### config.mk
export PLATFORM = sky130hd
export DESIGN_NAME = writeback
export DESIGN_NICKNAME = d
export VERILOG_FILES = /design/src/cpu_defs_pkg.sv /design/src/writeback.sv
export SDC_FILE = /design/constraint.sdc
export NUM_CORES = 1
export LEC_CHECK = 0
export BUFFER_PORTS_ARGS = -buffer_cell sky130_fd_sc_hd__buf_2
export CORE_AREA = 10 10 80 82
export DETAILED_ROUTE_END_ITERATION = 7
export DIE_AREA = 0 0 90 92
export PLACE_DENSITY = 0.79
export SLEW_MARGIN = 10
export SYNTH_ARGS = -nofsm -noshare
export SYNTH_HDL_FRONTEND = slang
export SYNTH_SLANG_ARGS = --single-unit
### constraint.sdc
create_clock -name vclk -period 2.6
set_clock_uncertainty 0.1 [all_clocks]
set_input_delay 0.13 -clock vclk [all_inputs]
set_output_delay 0.13 -clock vclk [all_outputs]
set_load 0.05 [all_outputs]
### src/cpu_defs_pkg.sv
package cpu_defs_pkg;

	localparam int ISSUE_NUM = 2;
	localparam int REG_NUM   = 32;

	typedef logic [31:0] uint32_t;
	typedef logic [4:0]  reg_addr_t;

	typedef enum logic [3:0] {
		ALU_ADD,
		ALU_SUB,
		ALU_AND,
		ALU_OR,
		ALU_XOR,
		ALU_NOR,
		ALU_SLT,
		ALU_SLTU,
		ALU_SLL,
		ALU_SRL,
		ALU_LUI
	} alu_op_t;

	typedef struct packed {
		logic      valid;
		reg_addr_t rd;
		uint32_t   wdata;
	} exec_result_t;

	// primary opcodes
	localparam logic [5:0] OP_SPECIAL = 6'h00;
	localparam logic [5:0] OP_ADDIU   = 6'h09;
	localparam logic [5:0] OP_SLTI    = 6'h0a;
	localparam logic [5:0] OP_ANDI    = 6'h0c;
	localparam logic [5:0] OP_ORI     = 6'h0d;
	localparam logic [5:0] OP_XORI    = 6'h0e;
	localparam logic [5:0] OP_LUI     = 6'h0f;

	// funct field of SPECIAL
	localparam logic [5:0] FN_SLL  = 6'h00;
	localparam logic [5:0] FN_SRL  = 6'h02;
	localparam logic [5:0] FN_ADDU = 6'h21;
	localparam logic [5:0] FN_SUBU = 6'h23;
	localparam logic [5:0] FN_AND  = 6'h24;
	localparam logic [5:0] FN_OR   = 6'h25;
	localparam logic [5:0] FN_XOR  = 6'h26;
	localparam logic [5:0] FN_NOR  = 6'h27;
	localparam logic [5:0] FN_SLT  = 6'h2a;
	localparam logic [5:0] FN_SLTU = 6'h2b;

endpackage

### src/writeback.sv
`timescale 1ns/1ps

module writeback import cpu_defs_pkg::*; (
	input  exec_result_t [ISSUE_NUM-1:0] result,
	output logic         [ISSUE_NUM-1:0] reg_we,
	output reg_addr_t    [ISSUE_NUM-1:0] reg_waddr,
	output uint32_t      [ISSUE_NUM-1:0] reg_wdata,
	output logic         [ISSUE_NUM-1:0] commit_valid,
	output reg_addr_t    [ISSUE_NUM-1:0] commit_rd,
	output uint32_t      [ISSUE_NUM-1:0] commit_wdata
);

	logic same_rd;

	// both lanes target one register and slot 1 is younger
	assign same_rd = result[1].valid && result[1].rd == result[0].rd;

	always_comb begin
		for (int i = 0; i < ISSUE_NUM; i++) begin
			reg_we[i]       = result[i].valid && result[i].rd != '0;
			reg_waddr[i]    = result[i].rd;
			reg_wdata[i]    = result[i].wdata;
			commit_valid[i] = result[i].valid;
			commit_rd[i]    = result[i].rd;
			commit_wdata[i] = result[i].wdata;
		end
		if (same_rd) begin
			reg_we[0] = 1'b0;
		end
	end

endmodule
==> flow_summary.ini <==
[sta]
worst_pin_slew_ns = 0.272
period_needed_ns = 1.44
period_share = 0.552
finalHoldViolations = 0
drv_slew = 0
setup_viol = 0
max_freq_mhz = 697
slew_headroom = 0.817
tns_ns = 0
rsz0062_at_grt = no
setup_slack_ns = 1.16

[final_layout]
nFillCells = 575
final_cell_mix = 36 x buf_2, 4 x xor2_1, 2 x or4_1
drive_gt1_frac = 0.766
design_area_um2 = 352
clkbuf_count = 0
layout.nets = 125
antenna_cells = 0
synthToLayoutAreaGrowth_pct = -70.9
seq_cells = 0
seq_area_um2 = 0
final_common_cell = buf_2

[power_and_ir_drop]
leakagePower_uw = 0.000168
power_frac_clock = 0
seqPwrFrac = 0
combinationalPowerShare = 1.000
p_switching_uw = 93.1
ir_drop_uv = 59.0
finalPower_uw = 118
powerDensity_mw_per_mm2 = 336
internal_power_uw = 25.0
sw_frac_of_total = 0.788

[worst_setup_path]
startpoint_type = input pin
cp_data_required_time_ns = 2.37
worstSetupPathType = input pin to output port
cp-end-kind = output port
worstPathMaxFanout = 4
worstPathArrival_ns = 1.21

[synthesis]
synth_nets = 237
syn_area_mm2 = 0.00121
synth_area_leaders = buf_4 93%, xor2_1 2.9%, or4_1 1.2%, xnor2_1 0.72%, o21a_1 0.62%
synth.top_cell.area_share = 0.931
synth_top_cell_by_area = buf_4
syn_area_per_cell_um2 = 7.51
syn_inst = 161
ys_types = 8
yosysWarningCount = 0
ys_seq_area_frac = 0

[route]
dr.pass1.iters = 4
ant_nets = 0
routed_via_density = 3.08
drtIter0Drc = 5
totalWireLength_mm = 2.08
drc_errors = 0
num_vias = 360
drt-wirelength-per-cell_um = 17.8

[hold_path]
hold_class = input pin to output port
min_path_cells = 0

[global_route]
grt_pass1_wl_mm = 2.85
grt-ovfl-total = 0
grt_pass1_vias = 422
grt_antenna_before_repair = 0
grtUsageTotal = 0.0412
grt_max_degree = 5

[place]
dp_slack_ns = 1.16
hpwl_mm = 1.79
postPlaceCellArea_um2 = 352
io_buffers = 36
gp_congestion = 0.660

[clocking]
post_cts_buffers = 0
cts_resized = 0
postCtsHoldBufs = 0

[die]
ios = 228
die_y_um = 92
die_area_mm2 = 0.00828
core_area_mm2 = 0.00491
rows = 26
initial_core_util = 0.246
die_x_um = 90

[flow_run]
max-cap-violations = 0

[outcome]
outcome = completed
==> worst paths after layout <==
kind	start	endpoint	slack, ns
max	result[32]	reg_we[0]	1.16
min	result[47]	commit_wdata[41]	0.16
==> power by group through the flow <==
stage	Clock, uW	Combinational (uW)	Sequential, uW
finish	0	118	0
global route	0	123	0
CTS	0	119	0
detailed placement	0	119	0
global placement	0	119	0
floorplan	0	637	0
==> routing by layer <==
metal	part of all wire	track usage	wire length, um
met4	0.18	0.0889	376
met3	0.23	0.0375	487
met1	0.21	0.0251	441
met5	0	0	0
met2	0.37	0.0472	771
==> Yosys cell counts <==
cell type,number
buf_4,150
xor2_1,4
or4_1,2
a31oi_1,1
nor4_1,1
o21a_1,1
o21ai_1,1
xnor2_1,1
==> area by class of cell <==
cell class | count | area, um2 | area share
Tap cell | 70 | 87.6 | 0.249
Timing Repair Buffer | 36 | 180 | 0.512
Multi-Input combinational cell | 11 | 83.8 | 0.238
==> kinds of logic after synthesis <==
group,synth area share
xor gates and xnor gates,0.0362
AOI/OAI and AO/OA,0.0155
buffers and inverters,0.931
and+or+nand+nor,0.0176
==> stage by stage <==
step           instances  hold WS, ns  utilization
6_report             117        0.160       0.0716
2_1_floorplan        161        0.327            -
4_1_cts              117        0.160       0.0716
3_3_place_gp         117        0.160       0.0716
5_1_grt              117        0.160       0.0716
3_5_place_dp         117        0.160       0.0716
==> critical path, stage by stage <==
cell     delay, ns
buf_2         0.13
or4_1         0.54
o21ai_1       0.13
a31oi_1       0.05
buf_2         0.22
No activity file was read; power rests on OpenSTA's default activity.
