==> src/cpu_defs_pkg.sv <==
package cpu_defs_pkg;

	localparam int ISSUE_NUM = 2;
	localparam int REG_NUM   = 32;

	typedef logic [31:0] uint32_t;
	typedef logic [4:0]  reg_addr_t;

	typedef enum logic [3:0] {
		ALU_ADD,
		ALU_SUB,
		ALU_AND,
		ALU_OR,
		ALU_XOR,
		ALU_NOR,
		ALU_SLT,
		ALU_SLTU,
		ALU_SLL,
		ALU_SRL,
		ALU_LUI
	} alu_op_t;

	typedef struct packed {
		logic      valid;
		reg_addr_t rd;
		uint32_t   wdata;
	} exec_result_t;

	// primary opcodes
	localparam logic [5:0] OP_SPECIAL = 6'h00;
	localparam logic [5:0] OP_ADDIU   = 6'h09;
	localparam logic [5:0] OP_SLTI    = 6'h0a;
	localparam logic [5:0] OP_ANDI    = 6'h0c;
	localparam logic [5:0] OP_ORI     = 6'h0d;
	localparam logic [5:0] OP_XORI    = 6'h0e;
	localparam logic [5:0] OP_LUI     = 6'h0f;

	// funct field of SPECIAL
	localparam logic [5:0] FN_SLL  = 6'h00;
	localparam logic [5:0] FN_SRL  = 6'h02;
	localparam logic [5:0] FN_ADDU = 6'h21;
	localparam logic [5:0] FN_SUBU = 6'h23;
	localparam logic [5:0] FN_AND  = 6'h24;
	localparam logic [5:0] FN_OR   = 6'h25;
	localparam logic [5:0] FN_XOR  = 6'h26;
	localparam logic [5:0] FN_NOR  = 6'h27;
	localparam logic [5:0] FN_SLT  = 6'h2a;
	localparam logic [5:0] FN_SLTU = 6'h2b;

endpackage

==> src/issue_if.sv <==
`timescale 1ns/1ps

interface issue_if import cpu_defs_pkg::*; ();

	logic      valid;
	alu_op_t   op;
	reg_addr_t rd;
	uint32_t   opa;
	uint32_t   opb;

	// decode side owns the ID/EX registers
	modport issue (
		output valid, op, rd, opa, opb
	);

	modport exec (
		input valid, op, rd, opa, opb
	);

endinterface

==> src/instr_exec.sv <==
`timescale 1ns/1ps

module instr_exec import cpu_defs_pkg::*; (
	input  logic         clk,
	input  logic         rst,
	issue_if.exec        lane,
	output exec_result_t ex_out,
	output exec_result_t result
);

	uint32_t    alu_out;
	logic [4:0] sa;

	// shifts only look at the low five bits
	assign sa = lane.opb[4:0];

	always_comb begin
		case (lane.op)
			ALU_ADD:  alu_out = lane.opa + lane.opb;
			ALU_SUB:  alu_out = lane.opa - lane.opb;
			ALU_AND:  alu_out = lane.opa & lane.opb;
			ALU_OR:   alu_out = lane.opa | lane.opb;
			ALU_XOR:  alu_out = lane.opa ^ lane.opb;
			ALU_NOR:  alu_out = ~(lane.opa | lane.opb);
			ALU_SLT:  alu_out = {31'b0, $signed(lane.opa) < $signed(lane.opb)};
			ALU_SLTU: alu_out = {31'b0, lane.opa < lane.opb};
			ALU_SLL:  alu_out = lane.opa << sa;
			ALU_SRL:  alu_out = lane.opa >> sa;
			ALU_LUI:  alu_out = {lane.opb[15:0], 16'b0};
			default:  alu_out = '0;
		endcase
	end

	// visible to decode in the same cycle for EX forwarding
	always_comb begin
		ex_out.valid = lane.valid;
		ex_out.rd    = lane.rd;
		ex_out.wdata = alu_out;
	end

	// EX/WB stage register
	always_ff @(posedge clk) begin
		if (rst) begin
			result.valid <= 1'b0;
		end else begin
			result <= ex_out;
		end
	end

endmodule

==> src/flat_wrapper.sv <==
// flat-port wrapper written by rule: the top's interface ports become plain ports
module instr_exec_flat import cpu_defs_pkg::*;
  (clk, rst, ex_out, result, lane_valid, lane_op, lane_rd, lane_opa, lane_opb);
  issue_if lane_i ();
  input  logic clk;
  input  logic rst;
  output exec_result_t ex_out;
  output exec_result_t result;
  input wire logic [$bits(lane_i.valid)-1:0] lane_valid;
  input wire logic [$bits(lane_i.op)-1:0] lane_op;
  input wire logic [$bits(lane_i.rd)-1:0] lane_rd;
  input wire logic [$bits(lane_i.opa)-1:0] lane_opa;
  input wire logic [$bits(lane_i.opb)-1:0] lane_opb;
  assign lane_i.valid = lane_valid;
  assign lane_i.op = lane_op;
  assign lane_i.rd = lane_rd;
  assign lane_i.opa = lane_opa;
  assign lane_i.opb = lane_opb;
  instr_exec u_core (.clk(clk), .rst(rst), .lane(lane_i), .ex_out(ex_out), .result(result));
endmodule
==> config.mk <==
export PLATFORM = sky130hd
export DESIGN_NAME = instr_exec_flat
export DESIGN_NICKNAME = d
export VERILOG_FILES = /design/src/cpu_defs_pkg.sv /design/src/issue_if.sv /design/src/instr_exec.sv /design/src/flat_wrapper.sv
export SDC_FILE = /design/constraint.sdc
export NUM_CORES = 1
export LEC_CHECK = 0
export BUFFER_PORTS_ARGS = -buffer_cell sky130_fd_sc_hd__buf_2
export CAP_MARGIN = 20
export CORE_UTILIZATION = 30
export CTS_CLUSTER_SIZE = 10
export DETAILED_ROUTE_END_ITERATION = 8
export GPL_ROUTABILITY_DRIVEN = 0
export PLACE_DENSITY = 0.48
export REMOVE_ABC_BUFFERS = 1
export SLEW_MARGIN = 20
export SYNTH_ARGS = -nofsm -noshare
export SYNTH_HDL_FRONTEND = slang
export SYNTH_SLANG_ARGS = --single-unit
export TNS_END_PERCENT = 5
==> constraint.sdc <==
create_clock -name clk -period 5.7 [get_ports clk]
set_clock_uncertainty 0.05 [all_clocks]
set_input_delay 0.855 -clock clk [delete_from_list [all_inputs] [get_ports clk]]
set_output_delay 0.855 -clock clk [all_outputs]
set_load 0.02 [all_outputs]
==> results of run 1 <==
==> power by group <==
group          switching [uW]  leakage, uW  internal [uW]
clock network             153    0.0000940            252
logic                     731      0.00435            383
registers                6.30     0.000367            350
==> worst paths after layout <==
path   startpoint                end  slack, ps  depth (start not counted)
min           rst  u_core.result[37]        650                          2
max   lane_opa[0]          ex_out[0]        260                         15
==> Yosys cell counts, types with 10 or more instances <==
master    count  area share
a211oi_1     22       0.017
a21o_1       16       0.012
a21oi_1     119       0.060
a221oi_1     30       0.026
a222oi_1     14       0.014
a22oi_1      10      0.0076
a31oi_1      14      0.0088
buf_1        12      0.0045
buf_2        17      0.0086
clkbuf_1     72       0.027
edfxtp_1     37        0.11
ha_1         99        0.12
inv_1        97       0.037
mux2_2       18       0.020
mux2i_1      46       0.046
mux4_2       38       0.086
nand2_1     101       0.038
nand2b_1     13      0.0082
nand3_1      21       0.011
nor2_1      163       0.062
nor3_1       33       0.017
nor4_1       10      0.0063
o211ai_1     20       0.015
o21ai_0      91       0.046
o21bai_1     17       0.013
o221ai_1     14       0.012
o22ai_1      21       0.013
or3_1        17       0.011
==> cell type report <==
class / count / area (um^2) / share of cell area
Multi-Input combinational cell: 1090 / 7960 / 0.701
Sequential cell: 38 / 1130 / 0.0996
Timing Repair Buffer: 200 / 1140 / 0.100
Tap cell: 442 / 553 / 0.0487
Inverter: 99 / 372 / 0.0327
Clock inverter: 3 / 68.8 / 0.00606
Clock buffer: 5 / 125 / 0.0110
==> stage by stage <==
| step | instance area [um^2] | hold WS (ps) | setup slack, ps |
|---|---|---|---|
| 6_report | 11400 | 653 | 259 |
| 5_1_grt | 11400 | 658 | -14.0 |
| 4_1_cts | 11300 | 638 | 178 |
| 3_5_place_dp | 11200 | 997 | 192 |
| 3_3_place_gp | 11200 | 987 | 231 |
| 2_1_floorplan | 9430 | 877 | 624 |
==> layout by cell type (no fill, tap or decap), drive strengths merged, types with 18 or more instances in the layout <==
master / count
nor3: 34
mux2: 18
a221oi: 30
o22ai: 21
ha: 99
nand2: 101
edfxtp: 37
buf: 200
mux4: 38
inv: 99
o211ai: 21
a21oi: 120
o21ai: 92
a211oi: 22
mux2i: 46
nor2: 164
nand3: 21
==> worst max-delay path, cell delays in order <==
cell	delay, ps
buf_2	130
inv_1	80
ha_1	220
fa_1	410
or2_2	310
a221oi_1	280
buf_4	200
o2111ai_2	200
a311oi_2	450
o211ai_2	150
a21oi_2	270
o221ai_1	250
a221oi_2	360
o21ai_0	170
buf_2	200
==> per-layer routing <==
| layer | vias to the layer above | global-route usage | wire length, um |
|---|---|---|---|
| met5 | - | 0 | 9 |
| met4 | 2 | 0.136 | 2160 |
| met3 | 94 | 0.0452 | 4060 |
| met2 | 674 | 0.420 | 20600 |
| met1 | 5581 | 0.365 | 20000 |
| li1 | 5227 | - | - |
==> kinds of logic after synthesis <==
group	count (synthesis)	synth area share
mux	102	0.153
buf+inv	211	0.0869
compound gates	471	0.322
xor+xnor	5	0.00442
simple gates	411	0.191
fa+ha+maj	101	0.129
flops	38	0.114
==> timing repair <==
item                       CTS  global route
gates resized for setup      0             1
setup endpoints to repair    0             1
hold buffers                 0             0
==> run summary, run 1 <==
status = finished clean
dpl hpwl = 35900 um
Yosys warning total = 0
Hold Vio Cnt, Final = 0
CTS Buf Count = 5
Vias/cell = 6.17
Final setup viols = 0
deepest clock path buffer count = 2
number of setup buffers added after CTS = 0
DRC = 0
critical path class = in2out
Synth Area per Inst = 7.41 um^2
largest net degree at the start of global routing = 82
Setup crit end kind = primary output
EDFF count, synth = 37
via count = 11600
Rows = 66
Finished Layout Cells = 1877
Initial Utilization = 0.305
critical path fanouts, max = 5
Mapped Area = 0.00992 mm^2
Unique masters post-synth = 85
Mapped Cells = 1339
CTS tree = done
Finished Core Util = 0.349
post-layout min period = 5440 ps
Final Cycle Share = 0.955
global route overflow = 0
initial antenna violation count = 1
DRT Pass-1 Iters = 6
Slew HR = 0.362
largest register by flop count = u_core.result
post-route setup TNS = 0 ps
Tot GR Track Use = 0.272
# clock sinks = 38
P per Cell Area = 165 mW/mm^2
Fill cells = 3583
Yosys reg bits = 38
Cell Count Post-Placement = 1869
Max Cap Viol = 0
Clock transition at path regs = 70 ps
first-pass GRT wire length = 68200 um
post-route ant nets = 0
total wire length = 46800 um
I/O pin count = 152
1st-iter DRT viols = 1476
fmax = 0.184 GHz
Top Registers = u_core.result x38
vias in the first global route = 10600
Die X = 184 um
Max Slew Vio Count = 0
Antenna Cells = 0
Static Leak = 0.00482 uW
Root Buffer = clkbuf_16
worst-margin pin slew = 955 ps
Startpoint Class = input pin
NumNets Final = 1611
die outline area = 0.0338 mm^2
max reg flops = 38
total core area = 0.0325 mm^2
synth-to-layout area growth = 14.4%
Synth Flop Type = edfxtp_1
per-cell routed wire length = 25.0 um
Hold WC Path Type = in2reg
Post-synth ARST share = 0
depth of the CTS H-tree = 2
Seq/Total Area, Yosys = 0.114
Worst VDD drop = 0.114 mV
CP Data Arrival Time = 4540 ps
worst endpoint required time = 4800 ps
# port buffers = 151
Final Power = 1870 uW
die height = 184 um
layout cells sized above 1 = 0.206
Note: power is estimated with default switching activity, not from simulation.
==> inputs of run 2 (changes only) <==
CORE_MARGIN = 1.5   (was not set)
MAX_ROUTING_LAYER = met4   (was not set)
==> run summary, run 2 (same netlist as run 1, synthesis figures left out) <==
initial antenna violation count = 2 (+1)
vias in the first global route = 10600 (+0.45%)
die height = 185 um (+0.54%)
deepest clock path buffer count = 2 (unchanged)
number of setup buffers added after CTS = 0 (unchanged)
DRT Pass-1 Iters = 7 (+1)
CP delay by family, top = compound AO/OA/AOI/OAI gates
die outline area = 0.0342 mm^2 (+1.1%)
Final Cycle Share = 0.971 (+0.0160)
CTS Buf Count = 5 (unchanged)
post-route setup slack = 168 ps (-91.3 ps)
Slew HR = 0.367 (+0.00519)
first-pass GRT wire length = 69300 um (+1.6%)
global route overflow = 0 (unchanged)
Final setup viols = 0 (unchanged)
Hold Vio Cnt, Final = 0 (unchanged)
Max Cap Viol = 0 (unchanged)
Final Power = 1880 uW (+0.19%)
DRC = 0 (unchanged)
fmax = 0.181 GHz (-1.7%)
RSZ-0062 raised after global routing = false
leading cell types in the layout, fill and taps excluded = nor2_1, buf_2, a21oi_1, nand2_1, ha_1
Crit path buffers/inverters = 5 (+1)
largest net degree at the start of global routing = 82 (unchanged)
per-cell routed wire length = 25.0 um (+0.19%)
Final Instance Area = 0.0113 mm^2 (-0.62%)
Max Slew Vio Count = 0 (unchanged)
cts hold-fix bufs = 0 (unchanged)
Fill cells = 3629 (+1.3%)
total wire length = 46700 um (-0.23%)
Static Leak = 0.00477 uW (-0.91%)
PostCTS Resize Cnt = 0 (unchanged)
Clock transition at path regs = 60 ps (about the same)
dpl cell area = 0.0111 mm^2 (-0.66%)
depth of the CTS H-tree = 2 (unchanged)
# port buffers = 151 (unchanged)
Crit path largest cell delay = 490 ps (+40 ps)
Worst path slowest cell = a311oi_2
total core area = 0.0325 mm^2 (unchanged)
Die X = 185 um (+0.54%)
dpl hpwl = 35600 um (-0.80%)
max reg flops = 38 (unchanged)
synth-to-layout area growth = 13.7%
via count = 11600 (+0.16%)
Rows = 66 (unchanged)
critical path fanouts, max = 5 (unchanged)
Hold WC Path Type = in2reg
P per Cell Area = 166 mW/mm^2 (+0.81%)
Startpoint Class = input pin
layout cells sized above 1 = 0.201 (-0.00557)
most common cell after layout, fill and taps aside = nor2_1
status = finished clean
post-layout min period = 5530 ps (+91.3 ps)
critical path class = in2out
Setup crit end kind = primary output
Vias/cell = 6.20 (+0.58%)
Worst VDD drop = 0.153 mV (+34%)
1st-iter DRT viols = 1552 (+5.1%)
post-route ant nets = 0 (unchanged)
worst path cell trace = buf_2 -> inv_1 -> ha_1 -> fa_1 -> or2_2 -> a221oi_1 -> buf_4 -> o2111ai_2 -> a311oi_2 -> o211ai_2 -> a21oi_2 -> o221ai_1 -> a221oi_1 -> buf_4 -> o21ai_0 -> buf_2
NumNets Final = 1601 (-0.62%)
Tot GR Track Use = 0.279 (+0.00688)
Root Buffer = clkbuf_16
I/O pin count = 152 (unchanged)
worst-margin pin slew = 942 ps (-13.6 ps)
# clock sinks = 38 (unchanged)
CP Data Arrival Time = 4630 ps (+90 ps)
Initial Utilization = 0.305 (unchanged)
worst endpoint required time = 4800 ps (about the same)
Place WS = 264 ps (+72.8 ps)
largest register by flop count = u_core.result
post-route setup TNS = 0 ps (unchanged)
Top Registers = u_core.result x38
CTS tree = done
[run 2: changes by cell type in the layout (fill, tap and decap cells not counted)]
cell	previous run	this run
a221oi_2	1	0
buf_4	49	39
clkinv_4	1	0
diode_2	0	2
or3_1	17	16
or3_2	0	1
a221oi_1	29	30
clkbuf_8	0	1
[run 2: area by class of cell]
cell class	count	area, um^2	area share
Multi-Input combinational cell	1090	7960	0.705
Antenna cell	2	5.00	0.000444
Tap cell	442	553	0.0490
Clock buffer	6	139	0.0123
Inverter	99	372	0.0329
Sequential cell	38	1130	0.100
Clock inverter	2	60.1	0.00532
Timing Repair Buffer	190	1060	0.0943
[run 2: path summary, 6_finish.rpt]
kind	endpoint	slack [ps]	start	cells after the start
worst max-delay path	ex_out[0]	170	lane_opa[0]	16
worst min-delay path	u_core.result[37]	650	rst	2
[run 2: report_power, final]
group          switching [uW]  internal, uW  total [uW]
sequential               5.79           350         355
combinational             730           378        1110
clock                     151           264         414
[run 2: metrics by stage]
stage	util	cells	hold slack [ps]
after floorplan	-	1227	877
after global placement	0.340	1859	992
after detailed placement	0.340	1859	991
after CTS	0.347	1867	643
after global routing	0.347	1869	646
final	0.347	1869	653
[run 2: per-layer routing]
layer,wire length (um),track usage,part of all wire,vias up
met5,0,-,0,-
met4,1970,0.113,0.042,0
met3,4160,0.0403,0.089,117
met2,20700,0.424,0.44,677
met1,19900,0.371,0.43,5594
li1,-,-,-,5208
